**src/hdl/branch_defs.svh**
```systemverilog
`ifndef BRANCH_DEFS_SVH
`define BRANCH_DEFS_SVH

// datapath
`define BR_XLEN 32 // one word for data and addresses
`define BR_TAG_BITS 6 // physical register tag
`define BR_ROB_BITS 4 // reorder buffer index used for ordering

// reservation station
`define BR_RS_DEPTH 4
`define BR_RS_IDX_BITS 2 // index and age rank of an entry
`define BR_RS_CNT_BITS 3 // occupancy from 0 to BR_RS_DEPTH

// station to unit credits with one per unit slot
`define BR_FU_SLOTS 1
`define BR_FU_CNT_BITS 1

// unit to reorder buffer credits
`define BR_OUT_CREDITS 2
`define BR_OUT_CNT_BITS 2

// link is the address of the next sequential instruction
`define BR_LINK_OFFSET 4

`endif

```
**src/hdl/branch_pkg.sv**
```systemverilog
`include "branch_defs.svh"

package branch_pkg;

	typedef logic [`BR_XLEN-1:0] br_word_t;
	typedef logic [`BR_TAG_BITS-1:0] br_tag_t;
	typedef logic [`BR_ROB_BITS-1:0] br_rob_t;

	// funct3 encoding for the conditional ops and the two free codes for jumps
	typedef enum logic [2:0] {
		BR_BEQ = 3'b000,
		BR_BNE = 3'b001,
		BR_JAL = 3'b010,
		BR_JALR = 3'b011,
		BR_BLT = 3'b100,
		BR_BGE = 3'b101,
		BR_BLTU = 3'b110,
		BR_BGEU = 3'b111
	} br_op_e;

	typedef struct packed {
		logic ready; // value holds the operand
		br_tag_t tag; // producer tag while not ready
		br_word_t value;
	} br_src_t;

	typedef struct packed {
		br_op_e op;
		br_word_t pc;
		br_word_t imm; // already sign extended
		br_src_t src1;
		br_src_t src2;
		br_rob_t rob_idx;
	} br_dispatch_t;

	typedef struct packed {
		br_op_e op;
		br_word_t pc;
		br_word_t imm;
		br_word_t rs1_value;
		br_word_t rs2_value;
		br_rob_t rob_idx;
	} br_issue_t;

	// one result bus broadcast per cycle
	typedef struct packed {
		logic valid;
		br_tag_t tag;
		br_word_t value;
	} br_cdb_t;

	typedef struct packed {
		br_rob_t rob_idx;
		logic taken;
		br_word_t target;
		br_word_t link;
	} br_resolve_t;

endpackage

```
**src/hdl/branch_cond.sv**
```systemverilog
`timescale 1ns/1ps
`include "branch_defs.svh"

module branch_cond (
	input logic clock,
	input logic rst,
	input logic clear,
	input logic load,
	input branch_pkg::br_op_e op,
	input logic [`BR_XLEN-1:0] rs1,
	input logic [`BR_XLEN-1:0] rs2,
	output logic cond_valid,
	output logic cond
);
	import branch_pkg::*;

	logic result;
	logic signed_lt;
	logic unsigned_lt;

	assign signed_lt = $signed(rs1) < $signed(rs2);
	assign unsigned_lt = rs1 < rs2;

	always_comb begin
		case (op)
			BR_BEQ: result = rs1 == rs2;
			BR_BNE: result = rs1 != rs2;
			BR_BLT: result = signed_lt;
			BR_BGE: result = !signed_lt;
			BR_BLTU: result = unsigned_lt;
			BR_BGEU: result = !unsigned_lt;
			default: result = 1'b1; // jal, jalr
		endcase
	end

	always_ff @(posedge clock) begin
		if (rst || clear) begin
			cond_valid <= 1'b0;
		end else if (load) begin
			cond_valid <= 1'b1; // held until the slot frees
		end
	end

	always_ff @(posedge clock) begin
		if (load) begin
			cond <= result;
		end
	end

endmodule

```
**src/hdl/branch_rs.sv**
```systemverilog
`timescale 1ns/1ps
`include "branch_defs.svh"

module branch_rs (
	input logic clock,
	input logic rst,
	input logic flush,
	input logic dispatch_valid,
	input branch_pkg::br_dispatch_t dispatch,
	input branch_pkg::br_cdb_t cdb,
	input logic issue_credit,
	output logic rs_full,
	output logic issue_valid,
	output branch_pkg::br_issue_t issue
);
	import branch_pkg::*;

	typedef struct packed {
		logic [`BR_RS_IDX_BITS-1:0] age; // 0 is the oldest live entry
		br_dispatch_t op;
	} rs_entry_t;

	logic [`BR_RS_DEPTH-1:0] valid;
	rs_entry_t entry [`BR_RS_DEPTH];
	logic [`BR_RS_DEPTH-1:0] ready;
	logic [`BR_RS_CNT_BITS-1:0] alloc_count; // live entries and the next age rank
	logic [`BR_RS_CNT_BITS-1:0] count_after_issue;
	logic [`BR_FU_CNT_BITS-1:0] fu_credits;
	logic [`BR_RS_IDX_BITS-1:0] sel_idx;
	logic [`BR_RS_IDX_BITS-1:0] free_idx;
	logic sel_found;
	logic dispatch_fire;
	br_dispatch_t incoming;
	rs_entry_t sel_entry;

	// capture a broadcast for a source still waiting on its tag
	function automatic br_src_t wake(input br_src_t src, input br_cdb_t bus);
		br_src_t woke;
		woke = src;
		if (!src.ready && bus.valid && bus.tag == src.tag) begin
			woke.ready = 1'b1;
			woke.value = bus.value;
		end
		return woke;
	endfunction

	always_comb begin
		for (int i = 0; i < `BR_RS_DEPTH; i++) begin
			ready[i] = valid[i] && entry[i].op.src1.ready && entry[i].op.src2.ready;
		end
	end

	// oldest ready entry has the smallest age rank
	always_comb begin
		sel_found = 1'b0;
		sel_idx = '0;
		for (int i = 0; i < `BR_RS_DEPTH; i++) begin
			if (ready[i] && (!sel_found || entry[i].age < entry[sel_idx].age)) begin
				sel_found = 1'b1;
				sel_idx = `BR_RS_IDX_BITS'(i);
			end
		end
	end

	always_comb begin
		free_idx = '0;
		for (int i = `BR_RS_DEPTH - 1; i >= 0; i--) begin
			if (!valid[i]) begin
				free_idx = `BR_RS_IDX_BITS'(i); // lowest free slot wins
			end
		end
	end

	assign rs_full = &valid;
	assign dispatch_fire = dispatch_valid && !rs_full;
	assign issue_valid = sel_found && (fu_credits != '0) && !flush;
	assign count_after_issue = alloc_count - `BR_RS_CNT_BITS'(issue_valid);
	assign sel_entry = entry[sel_idx];

	always_comb begin
		incoming = dispatch;
		incoming.src1 = wake(dispatch.src1, cdb); // same-cycle broadcast
		incoming.src2 = wake(dispatch.src2, cdb);
	end

	assign issue.op = sel_entry.op.op;
	assign issue.pc = sel_entry.op.pc;
	assign issue.imm = sel_entry.op.imm;
	assign issue.rs1_value = sel_entry.op.src1.value;
	assign issue.rs2_value = sel_entry.op.src2.value;
	assign issue.rob_idx = sel_entry.op.rob_idx;

	always_ff @(posedge clock) begin
		if (rst || flush) begin
			valid <= '0;
			alloc_count <= '0;
		end else begin
			if (issue_valid) begin
				valid[sel_idx] <= 1'b0;
			end
			if (dispatch_fire) begin
				valid[free_idx] <= 1'b1;
			end
			alloc_count <= count_after_issue + `BR_RS_CNT_BITS'(dispatch_fire);
		end
	end

	// wakeup and age compaction on live entries
	always_ff @(posedge clock) begin
		for (int i = 0; i < `BR_RS_DEPTH; i++) begin
			if (valid[i]) begin
				entry[i].op.src1 <= wake(entry[i].op.src1, cdb);
				entry[i].op.src2 <= wake(entry[i].op.src2, cdb);
				if (issue_valid && entry[i].age > sel_entry.age) begin
					entry[i].age <= entry[i].age - `BR_RS_IDX_BITS'(1);
				end
			end
		end
		if (dispatch_fire) begin
			entry[free_idx].op <= incoming;
			entry[free_idx].age <= count_after_issue[`BR_RS_IDX_BITS-1:0]; // youngest
		end
	end

	always_ff @(posedge clock) begin
		if (rst || flush) begin
			fu_credits <= `BR_FU_CNT_BITS'(`BR_FU_SLOTS);
		end else if (issue_valid && !issue_credit) begin
			fu_credits <= fu_credits - `BR_FU_CNT_BITS'(1);
		end else if (!issue_valid && issue_credit) begin
			fu_credits <= fu_credits + `BR_FU_CNT_BITS'(1);
		end
	end

endmodule

```
**src/hdl/branch_top.sv**
```systemverilog
`timescale 1ns/1ps

module branch_top (
	input logic clock,
	input logic rst,
	input logic flush,
	input logic dispatch_valid,
	input branch_pkg::br_dispatch_t dispatch,
	output logic rs_full,
	input branch_pkg::br_cdb_t cdb,
	input logic resolve_credit,
	output logic resolve_valid,
	output branch_pkg::br_resolve_t resolve
);
	import branch_pkg::*;

	logic issue_valid;
	br_issue_t issue;
	logic issue_credit; // unit slot freed

	branch_rs rs0 (
		.clock(clock),
		.rst(rst),
		.flush(flush),
		.dispatch_valid(dispatch_valid),
		.dispatch(dispatch),
		.cdb(cdb),
		.issue_credit(issue_credit),
		.rs_full(rs_full),
		.issue_valid(issue_valid),
		.issue(issue)
	);

	branch_unit unit0 (
		.clock(clock),
		.rst(rst),
		.flush(flush),
		.issue_valid(issue_valid),
		.issue(issue),
		.resolve_credit(resolve_credit),
		.issue_credit(issue_credit),
		.resolve_valid(resolve_valid),
		.resolve(resolve)
	);

endmodule

```
**src/hdl/branch_unit.sv**
```systemverilog
`timescale 1ns/1ps
`include "branch_defs.svh"

module branch_unit (
	input logic clock,
	input logic rst,
	input logic flush,
	input logic issue_valid,
	input branch_pkg::br_issue_t issue,
	input logic resolve_credit,
	output logic issue_credit,
	output logic resolve_valid,
	output branch_pkg::br_resolve_t resolve
);
	import branch_pkg::*;

	br_issue_t work; // operation held in the slot
	logic busy;
	logic cond_valid;
	logic cond;
	logic is_jump;
	logic [`BR_OUT_CNT_BITS-1:0] out_credits;
	br_word_t opa_mux_out;
	br_word_t target_sum;

	assign is_jump = (work.op == BR_JAL) || (work.op == BR_JALR);

	// jalr is register relative, everything else pc relative
	assign opa_mux_out = (work.op == BR_JALR) ? work.rs1_value : work.pc;
	assign target_sum = opa_mux_out + work.imm;

	branch_cond cond0 (
		.clock(clock),
		.rst(rst),
		.clear(flush || resolve_valid),
		.load(busy && !cond_valid),
		.op(work.op),
		.rs1(work.rs1_value),
		.rs2(work.rs2_value),
		.cond_valid(cond_valid),
		.cond(cond)
	);

	assign resolve_valid = busy && cond_valid && (out_credits != '0) && !flush;
	assign issue_credit = resolve_valid; // slot frees as the result leaves

	assign resolve.rob_idx = work.rob_idx;
	assign resolve.taken = is_jump || cond;
	assign resolve.target = (work.op == BR_JALR) ? {target_sum[`BR_XLEN-1:1], 1'b0}
		: target_sum;
	assign resolve.link = work.pc + `BR_XLEN'(`BR_LINK_OFFSET);

	always_ff @(posedge clock) begin
		if (rst || flush) begin
			busy <= 1'b0;
		end else if (resolve_valid) begin
			busy <= 1'b0;
		end else if (issue_valid) begin
			busy <= 1'b1;
		end
	end

	always_ff @(posedge clock) begin
		if (issue_valid && !busy) begin
			work <= issue;
		end
	end

	// downstream credits survive a flush
	always_ff @(posedge clock) begin
		if (rst) begin
			out_credits <= `BR_OUT_CNT_BITS'(`BR_OUT_CREDITS);
		end else if (resolve_valid && !resolve_credit) begin
			out_credits <= out_credits - `BR_OUT_CNT_BITS'(1);
		end else if (!resolve_valid && resolve_credit) begin
			out_credits <= out_credits + `BR_OUT_CNT_BITS'(1);
		end
	end

endmodule

```
**config.mk**
```make
export PLATFORM = sky130hd
export DESIGN_NAME = branch_top
export DESIGN_NICKNAME = d
export VERILOG_FILES = /design/src/hdl/branch_pkg.sv /design/src/hdl/branch_cond.sv /design/src/hdl/branch_rs.sv /design/src/hdl/branch_top.sv /design/src/hdl/branch_unit.sv
export VERILOG_INCLUDE_DIRS = /design/src /design/src/hdl
export SDC_FILE = /design/constraint.sdc
export NUM_CORES = 1
export LEC_CHECK = 0
export ABC_AREA = 1
export BUFFER_PORTS_ARGS = -buffer_cell sky130_fd_sc_hd__buf_4
export CELL_PAD_IN_SITES_DETAIL_PLACEMENT = 0
export CELL_PAD_IN_SITES_GLOBAL_PLACEMENT = 1
export CORE_UTILIZATION = 36
export CTS_CLUSTER_SIZE = 30
export DETAILED_ROUTE_END_ITERATION = 6
export PLACE_DENSITY_LB_ADDON = 0.08
export SYNTH_ARGS = -nofsm -noshare
export SYNTH_HDL_FRONTEND = slang
export SYNTH_SLANG_ARGS = --single-unit
```
**constraint.sdc**
```tcl
create_clock -name clock -period 11.5 [get_ports clock]
set_input_delay 1.725 -clock clock [delete_from_list [all_inputs] [get_ports clock]]
set_output_delay 1.725 -clock clock [all_outputs]
set_load 0.01 [all_outputs]
```
# ---- Word-level counts from Yosys, hierarchy flattened
# Memory sizes are Yosys's and may differ from the RTL's.
# Index checks and enable logic that the tools add are counted.
dict set report totals {
  regBits 148
  latchBits 0
  ram_bits 604
  rom_bits 0
  inputBits 193
  out_inout_bits 71
  word_cells 229
  n_memories 1
}
# memory words width rd rd_ports_with_merged_regs write_ports line_no
set mem_list {}
lappend mem_list {rs0.entry 4 151 7 0 5 branch_rs.sv:24} ;# rs_entry_t entry [`BR_RS_DEPTH];
dict set report classes {
  add_sub_neg 12
  multipliers 0
  div 0
  magnitude_cmp 13
  n_eq_ne 19
  shift 0
  mux 83
  n_bitwise 3
  reduce_logical 85
}
# op count
set ops {}
lappend ops {{32-bit 2-to-1 mux} 19}
lappend ops {{32-bit < comparator} 2}
lappend ops {{6-bit == test} 10}
lappend ops {{1-bit 2-to-1 mux} 50}
lappend ops {{1-bit logical AND} 49}
lappend ops {{32-bit by 3-bit adder with 32-bit output, second input constant} 1}
lappend ops {{32-bit adder} 1}
lappend ops {{32-bit == test} 1}
lappend ops {{32-bit inequality test} 1}
lappend ops {{1-bit logical NOT} 22}
lappend ops {{2-bit 2-to-1 mux} 8}
lappend ops {{3-bit == test, second input constant} 4}
lappend ops {{4-bit 2-to-1 mux} 3}
lappend ops {{2-bit by 1-bit subtractor with 2-bit output, second input constant} 5}
lappend ops {{2-bit > comparator} 4}
lappend ops {{1-bit logical OR} 8}
lappend ops {{3-bit by 2-bit == test with 1-bit output, second input constant} 2}
lappend ops {{2-bit < comparator} 3}
lappend ops {{2-bit by 3-bit < comparator with 1-bit output, second input constant} 2}
lappend ops {{1-bit one-hot mux with 6 select lines} 1}
lappend ops {{2-bit nonzero test} 3}
lappend ops {{4-bit AND} 1}
lappend ops {{1-bit demux with 2-bit select} 2}
lappend ops {{2-bit by 1-bit greater-or-equal comparator with 1-bit output, second input constant} 2}
lappend ops {{11 further kinds} 11}

# ---- Longest topological paths before layout
# An unclocked memory read counts as a cell.
dict set report depth {
  ltp_word 28
  mapped_depth 35
  depth_no_buf 33
}

# ---- By module
# A second synthesis with hierarchy kept.
dict set report hier_totals {
  hier_cells 3349
  area_unflattened_um2 34767.1
}
# mod n_inst cells_per_inst area_per_inst_um2 seq_area_each_um2
set modules_own_cells {}
lappend modules_own_cells {branch_rs 1 2271 25913.6 18277.5}
lappend modules_own_cells {branch_unit 1 906 7813.7 4113.9}
lappend modules_own_cells {branch_cond 1 172 1039.7 50.0}

# ---- Worst setup path after synthesis
# OpenSTA, ideal clock, no wires.
dict set report synth_path {
  kind {input to register}
  start {input port dispatch_valid}
  end {memory rs0.entry[2][10] (netlist bit), enable pin}
  setup_ns 0.432
  arrival_ns 8.255
  t_required_ns 11.068
  path_slack_ns 2.813
  cell_stages 8
  path_buffers 2
  cell_sequence {nand2_1 nor2_1 inv_1 nor2_1 inv_1 clkbuf_1 clkbuf_1 a21oi_1}
}
# element line_no
set synth_lines {}
lappend synth_lines {{start: declaration} branch_top.sv:7} ;# input logic dispatch_valid,
lappend synth_lines {{end: declaration} branch_rs.sv:24}

==> summary.md <==
| Metric | Value |
|---|---|
| Fin Setup TNS | `0 ns` |
| Hold-fix buffers, CTS | `0` |
| Synth Instances | `2898` |
| Grt total ovfl | `0` |
| PwrDens | `152 nW/um^2` |
| Die Span Y | `307 um` |
| Logic pwr share | `0.057` |
| Drt wl/cell | `22.8 um` |
| Row count | `111` |
| Core Area | `91900 um^2` |
| Distinct cells, synth | `46` |
| Global-route wire length before repair | `148000 um` |
| Synthesis warning total | `0` |
| VDD IR max | `0.0928 mV` |
| Critical path data required time | `9.78 ns` |
| Seq/Total Area, Yosys | `0.669` |
| RSZ-0062 raised after global routing | `false` |
| Seq pwr share | `0.520` |
| Clock buffer depth | `3` |
| All-layer global routing usage | `0.214` |
| Max-slew headroom | `0.261` |
| Final setup viols | `0` |
| Initial Util | `0.365` |
| Vias in the first global route | `22400` |
| Syn Nets | `3166` |
| Outcome | `finished clean` |
| Leak Pwr | `14.9 nW` |
| Area growth from synthesis to layout | `17.4%` |
| Syn avg cell area | `11.6 um^2` |
| Yosys top cell by area | `edfxtp_1` |
| Layout cells sized above 1 | `0.138` |
| Ports | `264` |
| Final WS setup | `4.64 ns` |
| Seq cells post-synth | `751` |
| Drt pass-1 iters | `7` |
| Width of the chip | `307 um` |
| Fmax | `146 MHz` |
| GP Congestion | `0.844` |
| Largest net degree at the start of global routing | `137` |
| Reg clk slew, reported paths | `0.06 ns` |
| Commonest cells after routing, fill and taps aside | `nand2_1 (854), edfxtp_1 (740), o21ai_0 (323), buf_4 (289), nand4_1 (151)` |
| Sw Pwr | `1.31 mW` |
| CTS Buf Count | `87` |
| Htree depth | `3` |
| Root buf cell | `clkbuf_16` |
| Die area | `94400 um^2` |
| WHS | `0.473 ns` |
| TritonCTS clock tree | `done` |
| Via count | `22800` |
| Initial antenna violation count | `3` |
| Post-CTS Setup Bufs | `0` |
| Clock Sinks | `751` |
| Layout Skew | `0.0214 ns` |
| Non-Filler Instances | `4459` |
| Commonest non-fill, non-tap cell in the layout | `nand2_1` |
| Place WS | `5.27 ns` |
| Final WL | `102000 um` |
| Worst hold path type | `flop to flop` |
| Tcrit/Tclk final | `0.596` |
| Antenna cells | `0` |
| FILL cells | `8689` |
| Post-Place Cells | `4306` |
| Crit-path max FO | `53` |
| I/O Buffers | `263` |
| Iter 0 DRT Violations | `1544` |
| Critical path class | `flop to output pin` |
| Arr. time, crit path | `5.13 ns` |
| Worst-Margin Slew | `1.11 ns` |
| DP HPWL | `64800 um` |
| CP Launch Type | `flop` |
| CP endpoint kind | `output pin` |
| Residual DRC | `0` |
| Clock latency on the worst-skew pair | `0.63 ns` |
| Fin nets | `3420` |
| Part of the power in the clock network | `0.424` |
| Final Max Tran Viols | `0` |
| Maxcap violations | `0` |
| Final Hold Vio Count | `0` |
| Post_cts resized | `0` |
| Fin crit period | `6.86 ns` |
| Pint | `4.66 mW` |
| Netlist Area Pre-Place | `33500 um^2` |
| Top cell type's share of synthesized area | `0.663` |
| Final ANT Viol Nets | `0` |
| Vias per cell | `5.11` |
| Sw frac | `0.220` |
| Top cells by area, synth | `edfxtp_1 (66%), nand2_1 (9.6%), o21ai_0 (4.9%)` |
-- path summary, 6_finish.rpt --
| check | start | end | slack [ns] | cells after the start |
|---|---|---|---|---|
| worst max-delay path | unit0.work[134] | resolve[50] | 4.64 | 22 |
| worst min-delay path | unit0.cond0.cond_valid | unit0.cond0.cond_valid | 0.47 | 2 |
| worst max register to register | rs0.entry[0][150] | rs0.entry[2][150] | 5.95 | 32 |
| worst min register to register | unit0.cond0.cond_valid | unit0.cond0.cond_valid | 0.47 | 2 |
-- power groups by stage --
stage / registers [mW] / logic [mW] / clock network, mW
after floorplan: 3.16 / 0.168 / 0
after global routing: 3.11 / 0.377 / 2.69
after CTS: 3.10 / 0.345 / 2.59
after detailed placement: 3.16 / 0.344 / 0
after global placement: 3.16 / 0.339 / 0
final: 3.10 / 0.338 / 2.53
-- critical path: stages, from the launching register on --
cell and delay (ns):
edfxtp_1 0.41, inv_1 0.09, nand2_1 0.10, nor2_4 0.08
buf_4 0.41, inv_1 0.35, nand2_1 0.13, o21ai_0 0.10
ha_1 0.26, fa_1 0.42, nand3_1 0.10, nand2_1 0.09
a21oi_1 0.16, o21bai_1 0.15, nand2_1 0.10, nand2_1 0.06
a21oi_1 0.19, o21ai_0 0.16, a21boi_0 0.44, o21ai_0 0.21
a21oi_1 0.20, xnor2_1 0.14, buf_4 0.15
-- area by class of cell --
| type | instances | area (um^2) | share of cell area |
|---|---|---|---|
| clock buffer | 107 | 2250 | 0.0572 |
| clock inverter | 46 | 317 | 0.00804 |
| sequential | 751 | 22400 | 0.570 |
| multi-input combinational | 1860 | 9960 | 0.253 |
| inverter | 160 | 606 | 0.0154 |
| tap | 1243 | 1560 | 0.0395 |
| timing repair buffer | 292 | 2230 | 0.0566 |
-- stage by stage --
| step | utilization | cell area [um^2] | total power, mW |
|---|---|---|---|
| 6_report | 0.428 | 39400 | 5.97 |
| 5_1_grt | 0.428 | 39400 | 6.17 |
| 4_1_cts | 0.428 | 39400 | 6.04 |
| 3_5_place_dp | 0.400 | 36800 | 3.50 |
| 3_3_place_gp | 0.400 | 36800 | 3.50 |
| 2_1_floorplan | - | 33500 | 3.33 |
-- state kept, by name, summed over array words and instances (netlist names) --
register / count
unit0.out_credits: 2
rs0.fu_credits: 1
rs0.valid: 4
unit0.cond0.cond: 1
unit0.busy: 1
rs0.alloc_count: 2
rs0.entry: 604
unit0.work: 131
unit0.cond0.cond_valid: 1
unit0.resolve: 4
-- cell families after synthesis --
logic type / Yosys count / share of synthesized area
and+or+nand+nor: 1177 / 0.150
buffers and inverters: 287 / 0.0377
AOI/OAI and AO/OA: 446 / 0.0702
xor gates and xnor gates: 98 / 0.0256
DFF: 751 / 0.669
muxes: 64 / 0.0191
adders and majority gates: 75 / 0.0282
-- routing by layer --
| layer | vias to the layer above | share of wire | track usage | wire length [um] |
|---|---|---|---|---|
| met5 | - | 0.00036 | 0 | 37 |
| met4 | 6 | 0.031 | 0.0706 | 3130 |
| met3 | 178 | 0.050 | 0.0273 | 5040 |
| met2 | 655 | 0.49 | 0.366 | 49900 |
| met1 | 11100 | 0.43 | 0.281 | 43700 |
| li1 | 10800 | - | - | - |
-- synthesized netlist by cell type (all sizes together) --
cell     number
xnor2        21
nand2       867
a211oi        4
clkinv        3
inv         157
a41oi         2
o221ai        3
buf          39
edfxtp      740
a21oi        68
a221oi        5
xor2         77
a221o         1
a31oi         7
o311ai        1
o21bai        4
nor4         19
o211ai        4
nor3b         2
nand4       151
a21o          3
clkbuf       88
o21a          2
o31ai         1
mux2i        64
a2bb2oi       1
o21ai       331
fa            1
nor3         15
o22ai         3
nor2         73
or2           4
dfxtp        11
nand3        46
a21boi        6
ha           74
Note: power is estimated with default switching activity, not from simulation.
